### config.mk
export PLATFORM = sky130hd
export DESIGN_NAME = framebuffer_fetch
export DESIGN_NICKNAME = d
export VERILOG_FILES = /design/src/led_matrix_pkg.sv /design/src/countdown_timer.sv /design/src/framebuffer_fetch.sv
export VERILOG_INCLUDE_DIRS = /design/src
export SDC_FILE = /design/constraint.sdc
export NUM_CORES = 1
export LEC_CHECK = 0
export BUFFER_PORTS_ARGS = -buffer_cell sky130_fd_sc_hd__buf_2
export CORE_ASPECT_RATIO = 0.75
export CORE_MARGIN = 5
export CORE_UTILIZATION = 38
export DETAILED_ROUTE_END_ITERATION = 7
export PLACE_DENSITY = 0.7
export SYNTH_ARGS = -nofsm -noshare
export SYNTH_HDL_FRONTEND = slang
export SYNTH_SLANG_ARGS = --single-unit
### constraint.sdc
create_clock -name clk_in -period 2.2 [get_ports clk_in]
set_input_delay 0.11 -clock clk_in [delete_from_list [all_inputs] [get_ports clk_in]]
set_output_delay 0.11 -clock clk_in [all_outputs]
set_load 0.05 [all_outputs]
### src/led_matrix_settings.svh
`ifndef LED_MATRIX_SETTINGS_SVH
`define LED_MATRIX_SETTINGS_SVH

// panel geometry, one half of a 64x32 panel with 1/16 scan
`define LM_COLUMNS 64
`define LM_ROWS 16

// bit planes shown per row with binary coded modulation
`define LM_PLANES 5

// rising edges from pixel_load_start until top and bottom pixels are valid
// RAM has two cycles of read latency plus the half select setup
`define LM_FETCH_WAIT 5

// display cycles for plane 0
// plane p is shown for LM_OE_BASE << p cycles
`define LM_OE_BASE 8

`endif

### src/led_matrix_pkg.sv
`default_nettype none

`include "led_matrix_settings.svh"

package led_matrix_pkg;

	// index widths follow the panel geometry
	typedef logic [$clog2(`LM_COLUMNS)-1:0] column_t;
	typedef logic [$clog2(`LM_ROWS)-1:0] row_t;
	typedef logic [$clog2(`LM_PLANES)-1:0] plane_t;

	// framebuffer word address
	// bit 10 half select, 9..6 row, 5..0 inverted column
	typedef logic [$bits(row_t)+$bits(column_t):0] fb_addr_t;

	// red 15..11, green 10..5, blue 4..0
	typedef logic [15:0] rgb565_t;

	// one host write, address and pixel together
	typedef struct packed {
		fb_addr_t addr;
		rgb565_t data;
	} fb_write_t;

	// scan controller states
	typedef enum logic [2:0] {
		FETCH, SHIFT_LOW, SHIFT_HIGH, BLANK, LATCH, SHOW
	} scan_state_t;

endpackage

`default_nettype wire

### src/countdown_timer.sv
`timescale 1ns/1ns
`default_nettype none

module countdown_timer #(
	parameter int COUNTER_WIDTH = 2
) (
	input wire reset,
	input wire clk_in,

	input wire start,
	input wire [COUNTER_WIDTH-1:0] value,

	output logic [COUNTER_WIDTH-1:0] counter,
	output logic running
);

	always_ff @(posedge clk_in) begin
		if (reset) begin
			counter <= '0;
			running <= 1'b0;
		end else if (start) begin
			// a start while busy simply reloads
			counter <= value;
			running <= 1'b1;
		end else if (running) begin
			// stop one edge after reaching zero
			if (counter == '0) begin
				running <= 1'b0;
			end else begin
				counter <= counter - 1'b1;
			end
		end
	end

	// counter parks at zero while idle

endmodule

`default_nettype wire

### src/framebuffer_fetch.sv
`timescale 1ns/1ns
`default_nettype none

module framebuffer_fetch (
	input wire reset,
	input wire clk_in,

	// pixel position requested by the scan controller
	input led_matrix_pkg::column_t column_address,
	input led_matrix_pkg::row_t row_address,

	// one cycle pulse, starts a top and bottom read
	input wire pixel_load_start,

	// RAM read port
	input led_matrix_pkg::rgb565_t ram_data,
	output led_matrix_pkg::fb_addr_t ram_address,
	output logic ram_clk_enable,

	// both halves of the current column
	output led_matrix_pkg::rgb565_t rgb565_top,
	output led_matrix_pkg::rgb565_t rgb565_bottom
);

	import led_matrix_pkg::*;

	logic [1:0] load_count;
	logic half_address;

	// columns are stored reversed so column 63 sits at the lowest address
	assign ram_address = {half_address, row_address, ~column_address};

	// sequence counter 3,2,1,0 after the start pulse
	// the RAM only clocks while this runs
	countdown_timer #(
		.COUNTER_WIDTH(2)
	) u_load_timer (
		.reset(reset),
		.clk_in(clk_in),
		.start(pixel_load_start),
		.value(2'd3),
		.counter(load_count),
		.running(ram_clk_enable)
	);

	// half select moves on the falling edge
	// so the address is settled before the next RAM edge
	always_ff @(negedge clk_in) begin
		if (reset) begin
			half_address <= 1'b0;
		end else if (load_count == 2'd3) begin
			// top half read first
			half_address <= 1'b0;
		end else if (load_count == 2'd2) begin
			half_address <= 1'b1;
		end
	end

	// capture mid cycle, data is two enabled edges behind its address
	always_ff @(negedge clk_in) begin
		if (load_count == 2'd1) begin
			rgb565_top <= ram_data;
		end else if (load_count == 2'd0) begin
			// repeats while idle, RAM output is frozen then
			rgb565_bottom <= ram_data;
		end
	end

endmodule

`default_nettype wire

==> run_results.csv <==
group,metric,value,unit
clock_network,path_clk_slew,0.07,ns
clock_network,holdBufCountCts,0,
logic_synthesis,ys_ff_latch,36,
place,place_area,1650,µm²
logic_synthesis,synth_area,1240,µm²
cells_and_area,fin_cells,209,
grt,antenna_found_initial,0,
logic_synthesis,yosysTopAreaCell,"edfxtp_1",
detailed_routing,final_antenna_net_count,0,
place,io_buffers,64,
die,rows,18,
worst_setup_path,required,2.09,ns
cells_and_area,nNetsFinal,201,
worst_setup_path,critPathArrivalTime,2.06,ns
sta,timing.hold.ws,0.0480,ns
sta,maxSlewViolCount,0,
grt,grt_pass1_wl,3.91,mm
cells_and_area,final_util,0.591,
worst_setup_path,crit_family,"flip-flops",
die,die_h,59.4,µm
worst_setup_path,crit_chain,"buf_2",
detailed_routing,dr.pass1.iters,2,
detailed_routing,drc,0,
logic_synthesis,syn_avg_cell_area,19.3,µm²
detailed_routing,drt_wl_total,2.69,mm
sta,hold_viol_final,0,
die,die_area,4510,µm²
power_and_ir_drop,peakVddDrop,0.890,mV
logic_synthesis,yosys.cell_types.count,12,
sta,tightestPinTransition,0.253,ns
sta,clock_skew,0.0739,ns
logic_synthesis,ys_seq_area_frac,0.841,
cells_and_area,syn_to_final_growth,53.7,%
detailed_routing,drt-initial-drc-count,15,
clock_network,root_buffer,"clkbuf_8",
worst_setup_path,startpoint_type,"flip-flop",
detailed_routing,viasPerCell,4.25,
power_and_ir_drop,power.density,1030,nW/µm²
cells_and_area,fin_area,1900,µm²
die,initial_utilization,0.384,
detailed_routing,wire_per_inst,12.9,µm
sta,rsz0062_at_grt,"false",
place,dp_hpwl,1.97,mm
cells_and_area,drive_above_1_share,0.479,
power_and_ir_drop,p_total,1.96,mW
place,placed_cells,169,
clock_network,postCtsSetupBuffers,0,
logic_synthesis,mappedNetlistNets,97,
worst_setup_path,crit_path_top_delay_cell,"edfxtp_1",
sta,relSlewSlack,0.831,
clock_network,clk_latency,0.36,ns
clock_network,cts_max_path_buffers,2,
worst_setup_path,slowest_delay,0.38,ns
grt,grt_overflow,0,
cells_and_area,final.fill_count,276,
logic_synthesis,yosysTopAreaCellShare,0.777,
cells_and_area,diodes,0,
sta,fin_tns_setup,0,ns
sta,finalWorstSetupSlack,0.0335,ns
worst_setup_path,worstPathMaxFanout,1,
worst_setup_path,worst_setup_path_end_kind,"primary output",
clock_network,cts_tree,"built",
place,routabilityCongestion,0.673,
grt,grt_start_max_net_pins,20,
clock_network,cts_sinks,36,
worst_setup_path,critPathKind,"flip-flop to primary output",
logic_synthesis,ys.warnings.count,0,
die,coreArea,3220,µm²
logic_synthesis,postSynthCellCount,64,
logic_synthesis,synth.top_cells.by_area,"edfxtp_1 78%, dfxtp_1 6.5%, ha_1 4.0%, buf_4 3.0%, inv_1 3.0%",
hold_path,hold_path.class,"input pin to flip-flop",
power_and_ir_drop,p_leak,0.967,nW
place,post-place-ws,-0.116,ns
die,io_pins,73,
worst_setup_path,crit_buf_inv,1,
clock_network,numCtsBuffers,5,
grt,grt_usage,0.122,
sta,setup_viol,0,
detailed_routing,vias,889,
die,die_w,75.9,µm
grt,grt_pass1_vias,1009,
flow_run,cap_violations,0,
run_status,status,"complete, no violations",
clock_network,h-tree-depth,2,
## synth_stat cells, drive strengths merged
master  instances
a211oi          1
nor3            1
dfxtp           4
nand2b          1
a311oi          1
ha              4
buf             5
nor2            2
inv            10
a21oi           1
edfxtp         32
and4bb          2
## logic make-up (layout without fill, tap and decap cells)
| kind of cell | Yosys count | after routing | synth area share |
|---|---|---|---|
| compound gates | 3 | 3 | 0.0222 |
| buf+inv | 15 | 120 | 0.0607 |
| simple gates | 6 | 6 | 0.0354 |
| flops | 36 | 36 | 0.841 |
| fa+ha+maj | 4 | 4 | 0.0404 |
## path summary, 6_finish.rpt
path,startpoint,depth (start not counted),to,slack (ns)
worst max-delay path,rgb565_top[11]$_DFFE_NP_,1,rgb565_top[11],0.03
worst min-delay path,reset,2,u_load_timer.running$_SDFF_PP0_,0.05
worst max register to register,u_load_timer.counter[1]$_SDFFE_PP0P_,4,rgb565_top[4]$_DFFE_NP_,0.05
worst min register to register,half_address$_SDFFE_NP0N_,2,half_address$_SDFFE_NP0N_,0.50
## routing by layer
metal	wire length, µm	part of all wire	GRT usage	vias up
li1	-	-	-	434
met5	0	0	0	-
met2	1290	0.48	0.182	50
met3	325	0.12	0.0712	7
met1	1030	0.38	0.124	398
met4	40	0.015	0.0973	0
## power by group
part | leakage, nW | switching [mW] | internal (mW) | total [mW]
sequential | 0.338 | 0.0148 | 0.811 | 0.826
combinational | 0.394 | 0.249 | 0.0882 | 0.338
clock | 0.235 | 0.386 | 0.414 | 0.800
total | 0.967 | 0.650 | 1.31 | 1.96
## repair_timing
action                                 in CTS  in global routing
gates resized for setup                     2                  5
endpoints found under the hold margin       0                  0
gates cloned                                0                  0
setup endpoints to repair                  29                 12
pin swaps                                   0                  0
## sequential cells by signal, indices dropped and copies added (netlist names)
| register | count |
|---|---|
| rgb565_bottom | 16 |
| rgb565_top | 16 |
| u_load_timer.counter | 2 |
| half_address | 1 |
| u_load_timer.running | 1 |
## layout by cell type (no fill, tap or decap)
cell type / n
buf_12: 2
nand2b_1: 1
inv_1: 42
nor2_1: 2
clkinv_4: 1
ha_4: 2
buf_2: 62
a211oi_1: 1
dfxtp_1: 4
inv_2: 1
bufinv_16: 1
nor3_1: 1
edfxtp_1: 32
buf_4: 6
clkbuf_8: 5
a311oi_2: 1
ha_1: 2
and4bb_1: 2
a21oi_1: 1
## layout make-up
cell class / instances / area (µm²) / area share
clock buffers: 5 / 68.8 / 0.0362
clock inverters: 36 / 166 / 0.0875
inverters: 9 / 33.8 / 0.0178
multi-input cells: 13 / 146 / 0.0770
flip-flops and latches: 36 / 1040 / 0.547
well taps: 40 / 50.0 / 0.0263
repair buffers: 70 / 395 / 0.208
No activity file was read; power rests on OpenSTA's default activity.
