`src/led_matrix_settings.svh`:
```
`ifndef LED_MATRIX_SETTINGS_SVH
`define LED_MATRIX_SETTINGS_SVH

// panel geometry, one half of a 64x32 panel with 1/16 scan
`define LM_COLUMNS 64
`define LM_ROWS 16

// bit planes shown per row with binary coded modulation
`define LM_PLANES 5

// rising edges from pixel_load_start until top and bottom pixels are valid
// RAM has two cycles of read latency plus the half select setup
`define LM_FETCH_WAIT 5

// display cycles for plane 0
// plane p is shown for LM_OE_BASE << p cycles
`define LM_OE_BASE 8

`endif

```
`src/led_matrix_pkg.sv`:
```
`default_nettype none

`include "led_matrix_settings.svh"

package led_matrix_pkg;

	// index widths follow the panel geometry
	typedef logic [$clog2(`LM_COLUMNS)-1:0] column_t;
	typedef logic [$clog2(`LM_ROWS)-1:0] row_t;
	typedef logic [$clog2(`LM_PLANES)-1:0] plane_t;

	// framebuffer word address
	// bit 10 half select, 9..6 row, 5..0 inverted column
	typedef logic [$bits(row_t)+$bits(column_t):0] fb_addr_t;

	// red 15..11, green 10..5, blue 4..0
	typedef logic [15:0] rgb565_t;

	// one host write, address and pixel together
	typedef struct packed {
		fb_addr_t addr;
		rgb565_t data;
	} fb_write_t;

	// scan controller states
	typedef enum logic [2:0] {
		FETCH, SHIFT_LOW, SHIFT_HIGH, BLANK, LATCH, SHOW
	} scan_state_t;

endpackage

`default_nettype wire

```
`src/matrix_scan.sv`:
```
`timescale 1ns/1ns
`default_nettype none

`include "led_matrix_settings.svh"

module matrix_scan (
	input wire reset,
	input wire clk_in,

	// pixels from the fetch block, valid LM_FETCH_WAIT edges after start
	input led_matrix_pkg::rgb565_t rgb565_top,
	input led_matrix_pkg::rgb565_t rgb565_bottom,

	// fetch request
	output led_matrix_pkg::column_t column_address,
	output led_matrix_pkg::row_t row_address,
	output logic pixel_load_start,

	// HUB75 panel signals
	output logic panel_clk,
	output logic panel_latch,
	output logic panel_oe,
	output led_matrix_pkg::row_t panel_row,
	output logic [2:0] rgb1,
	output logic [2:0] rgb2
);

	import led_matrix_pkg::*;

	localparam int WAIT_WIDTH = $clog2(`LM_FETCH_WAIT);
	// wide enough for the longest plane
	localparam int SHOW_WIDTH = $clog2(`LM_OE_BASE << (`LM_PLANES - 1)) + 1;

	localparam column_t LAST_COLUMN = column_t'(`LM_COLUMNS - 1);
	localparam row_t LAST_ROW = row_t'(`LM_ROWS - 1);
	localparam plane_t LAST_PLANE = plane_t'(`LM_PLANES - 1);

	scan_state_t state;
	plane_t plane;
	logic [WAIT_WIDTH-1:0] wait_count;
	logic [SHOW_WIDTH-1:0] show_count;

	// pick one plane out of an RGB565 pixel
	// result is {red, green, blue}
	// green has one more bit, so its plane sits one bit higher
	function automatic logic [2:0] plane_bits(input rgb565_t pixel, input plane_t sel);
		logic red_bit;
		logic green_bit;
		logic blue_bit;
		red_bit = pixel[11 + sel];
		green_bit = pixel[6 + sel];
		blue_bit = pixel[sel];
		return {red_bit, green_bit, blue_bit};
	endfunction

	always_ff @(posedge clk_in) begin
		if (reset) begin
			state <= FETCH;
			column_address <= LAST_COLUMN;
			row_address <= '0;
			plane <= '0;
			wait_count <= '0;
			show_count <= '0;
			// first fetch kicks off as reset releases
			pixel_load_start <= 1'b1;
			panel_clk <= 1'b0;
			panel_latch <= 1'b0;
			panel_oe <= 1'b1;
			panel_row <= '0;
			rgb1 <= '0;
			rgb2 <= '0;
		end else begin
			// start is a single cycle pulse
			pixel_load_start <= 1'b0;

			case (state)
				FETCH: begin
					// wait out the fixed fetch latency
					if (wait_count == WAIT_WIDTH'(`LM_FETCH_WAIT - 1)) begin
						// present data with the shift clock low
						rgb1 <= plane_bits(rgb565_top, plane);
						rgb2 <= plane_bits(rgb565_bottom, plane);
						state <= SHIFT_LOW;
					end else begin
						wait_count <= wait_count + 1'b1;
					end
				end

				SHIFT_LOW: begin
					// panel samples on this rising edge
					panel_clk <= 1'b1;
					state <= SHIFT_HIGH;
				end

				SHIFT_HIGH: begin
					panel_clk <= 1'b0;
					wait_count <= '0;
					if (column_address == '0) begin
						// whole row shifted
						// blank and move the row lines while dark
						panel_row <= row_address;
						state <= BLANK;
					end else begin
						// columns go out from 63 down to 0
						column_address <= column_address - 1'b1;
						pixel_load_start <= 1'b1;
						state <= FETCH;
					end
				end

				BLANK: begin
					panel_latch <= 1'b1;
					state <= LATCH;
				end

				LATCH: begin
					panel_latch <= 1'b0;
					panel_oe <= 1'b0;
					// display time doubles with each plane
					show_count <= SHOW_WIDTH'((`LM_OE_BASE << plane) - 1);
					state <= SHOW;
				end

				SHOW: begin
					if (show_count == '0) begin
						panel_oe <= 1'b1;
						// next plane, or next row after the last plane
						if (plane == LAST_PLANE) begin
							plane <= '0;
							if (row_address == LAST_ROW) begin
								row_address <= '0;
							end else begin
								row_address <= row_address + 1'b1;
							end
						end else begin
							plane <= plane + 1'b1;
						end
						column_address <= LAST_COLUMN;
						pixel_load_start <= 1'b1;
						state <= FETCH;
					end else begin
						show_count <= show_count - 1'b1;
					end
				end

				default: begin
					// unreachable encodings fall back to a safe dark state
					panel_oe <= 1'b1;
					panel_clk <= 1'b0;
					panel_latch <= 1'b0;
					wait_count <= '0;
					column_address <= LAST_COLUMN;
					pixel_load_start <= 1'b1;
					state <= FETCH;
				end
			endcase
		end
	end

endmodule

`default_nettype wire

```
`config.mk`:
```
export PLATFORM = sky130hd
export DESIGN_NAME = matrix_scan
export DESIGN_NICKNAME = d
export VERILOG_FILES = /design/src/led_matrix_pkg.sv /design/src/matrix_scan.sv
export VERILOG_INCLUDE_DIRS = /design/src
export SDC_FILE = /design/constraint.sdc
export NUM_CORES = 1
export LEC_CHECK = 0
export BUFFER_PORTS_ARGS = -buffer_cell sky130_fd_sc_hd__buf_2
export CAP_MARGIN = 40
export CORE_ASPECT_RATIO = 1.1
export CORE_MARGIN = 4
export CORE_UTILIZATION = 35
export CTS_CLUSTER_SIZE = 12
export DETAILED_ROUTE_END_ITERATION = 12
export PLACE_DENSITY = 0.53
export SYNTH_ARGS = -nofsm -noshare
export SYNTH_HDL_FRONTEND = slang
export SYNTH_SLANG_ARGS = --single-unit
```
`constraint.sdc`:
```
create_clock -name clk_in -period 3.46 [get_ports clk_in]
set_clock_uncertainty 0.05 [all_clocks]
set_input_delay 0.692 -clock clk_in [delete_from_list [all_inputs] [get_ports clk_in]]
set_output_delay 0.692 -clock clk_in [all_outputs]
set_load 0.05 [all_outputs]
```
==> out/results.tsv, run 1 <==
metric	value	unit
post_cts_resized	0	
hp-class	reg -> reg	
final_hold_viol_count	0	
yosys_warnings	0	
vias	2370	
drv_cap	0	
peakVddDrop	0.1772	mV
clkSlewWorstSetupHoldPaths	80	ps
p_leak	1.323	nW
synth_area_leaders	dfxtp_1 29%, mux4_2 16%, ha_1 6.7%	
cp_slowest_stage_delay	770	ps
post-route-util	42.85	%
grt_pass1_vias	2349	
pin_count	58	
cts_buffer_depth	2	
busiest_layer	met2	
drcViolationCount	0	
critical_path.startpoint_type	flip-flop	
gr-total-overflow	0	
slowest_stage	dfxtp_1	
vias_per_cell	5.209	
crit_chain	inv_1, ha_1, mux4_2, mux2_2, o211ai_1, a21oi_1	
die_y	101.6	um
reg2regPathDepth	6	
initial_utilization	36.69	%
cts_tree	done	
r2r-end	rgb2[2]	
coreArea	7597	sq um
synth_ff_type	dfxtp_1	
totalWireLength	6383	um
yosysTopAreaCell	dfxtp_1	
postRouteAntennaNets	0	
fp.dieArea	9458	sq um
critPathRequiredTime	3570	ps
timing.rr.start	plane[1]	
synth.top_cell.area_share	29.44	%
drtPass1Iterations	4	
async_flop_share	0	%
grt_use_total	14.00	%
cts.sinks	41	
postCtsSetupBuffers	0	
port_buffers	57	
cp_max_fo	17	
path_class	reg -> reg	
gp_congestion	0.7699	
wl_per_cell	14.03	um
drtIter0Drc	101	
slew_viol_final	0	
yosys.cell_count.top_type	dfxtp_1	
r2r_slack	510	ps
cp-endpoint	rgb2[2]	
grt.met3_usage	2.897	%
critPathLaunch	plane[1]	
ys_ff_latch	41	
crit_family	multiplexers	
antenna_found_initial	0	
clkLatencyLatePin	300	ps
die_x	93.09	um
syn_avg_cell_area	9.292	sq um
cts_max_level	2	
place_area	3139	sq um
setup-tns-final	0	ps
final_area	3256	sq um
p_per_area	386.2	nW/um^2
cp_num_cells	6	
fin_nets	398	
drive_above_1_share	28.86	%
period_needed	2952	ps
grtUsageMet2	24.65	%
ys_types	58	
cts_root_buf	clkbuf_8	
tritoncts.num_buffers	5	
relSlewSlack	54.19	%
setup_viol	0	
antenna_cells	0	
outcome	complete, no violations	
n_fill_cell	790	
synth_fp_nets	349	
endpoint_kind	flip-flop	
fmaxAchievable	338.7	MHz
synth-edff-count	0	
syn-cell-area	2788	sq um
yosysSeqAreaShare	29.44	%
worstMarginPinSlew	686.1	ps
met1_usage	17.59	%
rows	33	
syn_to_final_growth	16.79	%
grt_pass1_wl	10940	um
synth.cells.most_frequent	41 x dfxtp_1, 31 x nor2_1, 29 x nand2_1, 21 x a21oi_1, 20 x mux4_2	
crit_buf_inv	1	
grt_max_degree	35	
cp.arrival	3060	ps
synthCells	300	
dp_hpwl	4812	um
grt_setup_unrepaired	false	
cts_hold_buf	0	
min_period_over_period	85.32	%
-- cells in the final DEF, fill, tap and decap left out, drive strengths merged, types with 9 or more instances in the layout --
cell / synthesis / final
buf: 10 / 60
dfxtp: 41 / 41
nor2: 31 / 31
nand2: 29 / 29
a21oi: 22 / 22
mux4: 20 / 20
ha: 15 / 15
mux2i: 12 / 12
nor3: 12 / 12
o21ai: 12 / 12
inv: 11 / 11
nand3: 9 / 9
-- flip-flops by register name (all words and copies together) (netlist names) --
signal	count
state	3
column_address	6
row_address	4
panel_oe	1
panel_row	4
wait_count	3
panel_clk	1
panel_latch	1
show_count	8
plane	3
rgb1	3
rgb2	3
pixel_load_start	1
-- layer usage --
layer  vias to the layer above  part of all wire (%)
met4                         0                   1.0
met2                        54                    49
li1                       1201                     -
met3                         7                   4.6
met1                      1108                    45
met5                         -                     0
-- cells by family (layout without fill, tap and decap cells) --
| family | count (synthesis) | after routing | share of synthesized area (%) |
|---|---|---|---|
| xor+xnor | 10 | 10 | 3.142 |
| mux | 35 | 35 | 21.68 |
| buf+inv | 30 | 80 | 4.758 |
| fa+ha+maj | 16 | 16 | 7.092 |
| compound gates | 61 | 61 | 14.18 |
| simple gates | 107 | 107 | 19.70 |
| flops | 41 | 41 | 29.44 |
-- worst register-to-register path: cells and delay by family (launching register included) --
kind	cells	cell delay, ps
compound gates	2	250
mux	2	850
fa+ha+maj	1	670
buf+inv	1	240
flops	1	770
-- area by class of cell --
cell class | instances | area (sq um) | area share [%]
multi-input combinational | 229 | 1834 | 56.34
sequential | 41 | 820.8 | 25.21
timing repair buffer | 60 | 307.8 | 9.454
tap | 105 | 131.4 | 4.035
clock buffer | 7 | 86.33 | 2.652
inverter | 12 | 45.04 | 1.384
clock inverter | 1 | 30.03 | 0.9224
-- worst min-delay path by stage --
stage                  start            end  slack (ps)  cells after the start
6_report             rgb2[1]        rgb2[1]         410                      2
5_1_grt              rgb1[2]        rgb1[2]         440                      2
4_1_cts              rgb2[1]        rgb2[1]         420                      2
3_5_place_dp         rgb1[2]        rgb1[2]         400                      2
3_3_place_gp        panel_oe       panel_oe         400                      2
2_1_floorplan  show_count[0]  show_count[0]         430                      1
-- stage by stage --
step | worst slack, ps | power (mW) | hold slack (ps) | std cells
2_1_floorplan | 782.7 | 0.7855 | 425.5 | 300
3_3_place_gp | 581.9 | 0.8637 | 398.3 | 447
3_5_place_dp | 496.1 | 0.8662 | 404.6 | 447
4_1_cts | 476.2 | 1.273 | 420.0 | 455
5_1_grt | 305.8 | 1.329 | 438.5 | 455
6_report | 507.9 | 1.257 | 411.6 | 455
-- power by group --
group	switching (mW)	leakage (nW)	total, mW	internal, mW
Combinational	0.192	0.933	0.321	0.129
Clock	0.168	0.0585	0.403	0.235
Sequential	0.0280	0.332	0.533	0.505
Total	0.388	1.32	1.26	0.869
Power figures use the tool's default switching activity.
==> run 2: changes to the inputs <==
--- a/config.mk
+++ b/config.mk
@@ -11,3 +11,3 @@
 export CORE_ASPECT_RATIO = 1.1
-export CORE_MARGIN = 4
+export CORE_MARGIN = 1
 export CORE_UTILIZATION = 35
--- a/constraint.sdc
+++ b/constraint.sdc
@@ -4,2 +4,2 @@
 set_output_delay 0.692 -clock clk_in [all_outputs]
-set_load 0.05 [all_outputs]
+set_load 0.02 [all_outputs]
==> out/results.tsv, run 2 (synthesis gave the netlist of run 1 again) <==
metric	value	unit
outcome	complete, no violations	
comb_power_share	21.5	%
final_hold_viol_count	0	
drive_above_1_share	28.94	%
n_fill_cell	781	
critPathRequiredTime	3550	ps
final_area	3252	sq um
clkLatencyLatePin	290	ps
fin_nets	397	
cts_max_level	2	
grt_pass1_vias	2224	
cts_root_buf	clkbuf_8	
hold_path_depth	2	
grt_setup_unrepaired	false	
antenna_found_initial	0	
dp_hpwl	4603	um
crit_family	multiplexers	
register_area	820.8	sq um
postRouteAntennaNets	0	
cp_max_fo	17	
fmaxAchievable	386.3	MHz
p_int	864.9	uW
final_common_cell	buf_2	
vias	2354	
hp-class	reg -> reg	
vias_per_cell	5.185	
cts_tree	done	
cts_hold_buf	0	
drcViolationCount	0	
grt_pass1_wl	10220	um
initial_utilization	36.69	%
drv_cap	0	
switching_share	29.21	%
reg2regPathDepth	7	
post_cts_resized	0	
grt_use_total	15.43	%
totalWireLength	6163	um
worstMarginPinSlew	786.9	ps
coreArea	7597	sq um
setup-tns-final	0	ps
cp_slowest_stage_delay	630	ps
top_register	show_count	
cts_buffer_depth	2	
relSlewSlack	47.14	%
die_x	87.09	um
gp_congestion	0.7525	
grt_max_degree	35	
largest_reg_flops	8	
cp.arrival	2680	ps
critical_path.startpoint_type	flip-flop	
path_class	reg -> reg	
tritoncts.num_buffers	5	
antenna_cells	0	
postCtsSetupBuffers	0	
syn_to_final_growth	16.65	%
cts.sinks	41	
crit_chain	buf_4, inv_1, ha_1, mux4_2, mux2_2, o211ai_1, a21oi_1	
cp_num_cells	7	
p_sw	356.8	uW
multiInputGateArea	1834	sq um
mostFrequentLayoutCells	57 x buf_2, 41 x dfxtp_1, 31 x nor2_1, 29 x nand2_1, 21 x a21oi_1	
endpoint_kind	flip-flop	
die_y	95.60	um
pin_count	58	
pre_cts_ws	860.8	ps
period_needed	2589	ps
peakVddDrop	0.1464	mV
slowest_stage	ha_1	
fp.dieArea	8326	sq um
p_per_area	375.7	nW/um^2
drtPass1Iterations	4	
pwr-share-seq	44.8	%
port_buffers	57	
drtIter0Drc	71	
rows	33	
crit_buf_inv	2	
place_area	3132	sq um
clkSlewWorstSetupHoldPaths	90	ps
p_clk_share	33.7	%
wl_per_cell	13.57	um
gr-total-overflow	0	
slew_viol_final	0	
setup_viol	0	
p_leak	1.317	nW
worst_slack	871.2	ps
min_period_over_period	74.82	%
reg_top3	show_count (8), column_address (6)	
==> run 2: cell types whose count changed in the layout (fill, tap and decap cells not counted), sizes merged <==
cell	change
clkinvlp	+1
buf	-1
clkbuf	-1
==> run 2: final cells by class <==
| cell class | instances | share of cell area (%) |
|---|---|---|
| multi-input combinational | 229 | 56.41 |
| inverter | 12 | 1.385 |
| clock buffer | 6 | 2.539 |
| clock inverter | 2 | 1.154 |
| sequential | 41 | 25.24 |
| timing repair buffer | 59 | 9.234 |
| tap | 105 | 4.040 |
==> run 2: metal layers <==
layer | up-vias | wire length, um | GRT usage [%]
li1 | 1196 | - | -
met1 | 1102 | 2947 | 19.49
met2 | 49 | 3001 | 27.30
met3 | 7 | 152 | 1.905
met4 | 0 | 61 | 4.918
met5 | - | 0 | 0
==> run 2: tightest hold or removal path: stages, from the launching register on <==
cell and delay [ps]:
dfxtp_1 320, nand2_1 50, a21oi_1 50
==> run 2: path summary, 6_finish.rpt <==
check                               from       to  slack (ps)
worst min-delay path             rgb2[1]  rgb2[1]         410
worst min register to register   rgb2[1]  rgb2[1]         410
worst max register to register  plane[1]  rgb1[2]         870
worst max-delay path            plane[1]  rgb1[2]         870
==> run 2: power by group through the flow <==
stage	registers [mW]	clock network [mW]	logic, mW
after global routing	0.555	0.450	0.294
after detailed placement	0.558	0	0.265
after floorplan	0.558	0	0.190
after global placement	0.558	0	0.262
final	0.548	0.411	0.263
after CTS	0.548	0.424	0.267
==> run 2: metrics by stage <==
| step | hold WS (ps) | cells | utilization, % | power (mW) |
|---|---|---|---|---|
| CTS | 416.0 | 454 | 42.80 | 1.238 |
| finish | 414.6 | 454 | 42.80 | 1.222 |
| global route | 443.9 | 454 | 42.80 | 1.300 |
| floorplan | 425.5 | 300 | - | 0.7480 |
| detailed placement | 404.6 | 446 | 41.22 | 0.8234 |
| global placement | 405.7 | 446 | 41.22 | 0.8199 |
==> run 3: changes to the inputs <==
Clock period 3.46 ns to 2.45 ns, I/O delays scaled along.
==> out/results.tsv, run 3 (synthesis gave the netlist of run 1 again) <==
metric	value	unit
outcome	complete, no violations	
setup-tns-final	0	ps
totalWireLength	6280	um
drive_above_1_share	29.75	%
min_period_over_period	85.84	%
grt_setup_unrepaired	false	
cts_hold_buf	0	
cts_root_buf	clkbuf_8	
reg_top3	show_count (8), column_address (6)	
worst_slack	347.0	ps
port_buffers	57	
peakVddDrop	0.1662	mV
final_common_cell	buf_2	
dp_hpwl	4754	um
coreArea	7597	sq um
drtIter0Drc	83	
rows	33	
r2r-end	rgb1[2]	
min_to	rgb2[1]	
reg2regPathDepth	7	
cp.arrival	2230	ps
final_area	3251	sq um
post-route-util	42.79	%
vias_per_cell	5.181	
largest_reg_flops	8	
syn_to_final_growth	16.61	%
relSlewSlack	62.38	%
p_int	1.087	mW
gp_congestion	0.8297	
postCtsSetupBuffers	0	
worstMarginPinSlew	564.3	ps
period_needed	2103	ps
drv_cap	0	
antenna_cells	0	
critical_path.startpoint_type	flip-flop	
drtPass1Iterations	4	
grt_use_total	16.23	%
endpoint_kind	flip-flop	
slew_viol_final	0	
post_cts_resized	0	
die_y	95.60	um
drcViolationCount	0	
n_fill_cell	814	
r2r_slack	350	ps
hp-start	rgb2[1]	
cts.sinks	41	
comb_power_share	25.8	%
crit_chain	inv_1, ha_1, buf_4, mux4_2, mux2_2, o211ai_1, a21oi_1	
post-layout-total-power	1.572	mW
p_clk_share	26.4	%
initial_utilization	36.69	%
p_leak	1.331	nW
hold_path_depth	2	
grt_max_degree	26	
pre_cts_ws	343.6	ps
cts_tree	done	
place_area	3177	sq um
hp-class	reg -> reg	
mostFrequentLayoutCells	57 x buf_2, 41 x dfxtp_1, 31 x nor2_1, 29 x nand2_1, 21 x a21oi_1	
clkSlewWorstSetupHoldPaths	80	ps
final_hold_viol_count	0	
cts_buffer_depth	2	
grt_pass1_wl	10640	um
timing.rr.start	plane[1]	
pin_count	58	
setup_viol	0	
grt_pass1_vias	2263	
die_x	87.09	um
cp_max_fo	9	
fmaxAchievable	475.5	MHz
antenna_found_initial	0	
wl_per_cell	13.71	um
clkLatencyLatePin	290	ps
cts_max_level	2	
gr-total-overflow	0	
switching_share	30.81	%
vias	2373	
p_per_area	483.5	nW/um^2
critPathRequiredTime	2570	ps
top_register	show_count	
multiInputGateArea	1834	sq um
slowest_stage	mux4_2	
p_sw	484.3	uW
postRouteAntennaNets	0	
fp.dieArea	8326	sq um
path_class	reg -> reg	
register_area	820.8	sq um
fin_nets	403	
tritoncts.num_buffers	5	
cp_slowest_stage_delay	520	ps
pwr-share-seq	47.8	%
[run 3: per-stage QoR]
step	instances	hold WS, ps
detailed placement	452	403.9
finish	458	406.7
global route	458	438.0
floorplan	300	425.5
CTS	458	416.4
global placement	452	398.6
[run 3: worst max-delay path: cells and delay by family, from the launching register on]
| family | cells | cell delay (ps) |
|---|---|---|
| AO/OA/AOI/OAI | 2 | 230 |
| adder cells (fa/ha/maj) | 1 | 280 |
| buffers and inverters | 2 | 290 |
| flip-flops | 1 | 330 |
| multiplexers | 2 | 790 |
[run 3: area by class of cell]
| type | instances | area share [%] |
|---|---|---|
| clock buffer | 5 | 2.117 |
| clock inverter | 1 | 0.1540 |
| inverter | 12 | 1.386 |
| multi-input combinational | 229 | 56.43 |
| sequential | 41 | 25.25 |
| tap | 105 | 4.042 |
| timing repair buffer | 65 | 10.62 |
[run 3: worst max-delay path by stage]
stage | from | to | slack (ps) | cells after the start
3_5_place_dp | plane[1] | rgb1[2] | 340 | 7
4_1_cts | plane[1] | rgb1[2] | 330 | 7
6_report | plane[1] | rgb1[2] | 350 | 7
2_1_floorplan | plane[0] | rgb1[2] | 10 | 9
3_3_place_gp | plane[1] | rgb1[2] | 380 | 7
5_1_grt | plane[1] | rgb1[2] | 130 | 7
[run 3: power groups by stage]
stage | Sequential [mW] | Clock [mW] | Combinational (mW)
after floorplan | 0.789 | 0 | 0.268
after global placement | 0.765 | 0 | 0.402
after detailed placement | 0.766 | 0 | 0.408
after CTS | 0.751 | 0.437 | 0.409
after global routing | 0.759 | 0.464 | 0.456
final | 0.751 | 0.415 | 0.406
[run 3: routing by layer]
metal  part of all wire [%]  global-route usage (%)  up-vias
met3                    3.4                   2.857        9
met4                    1.8                   6.148        0
li1                       -                       -     1205
met5                      0                       0        -
met2                     48                   28.08       50
met1                     47                   20.11     1109
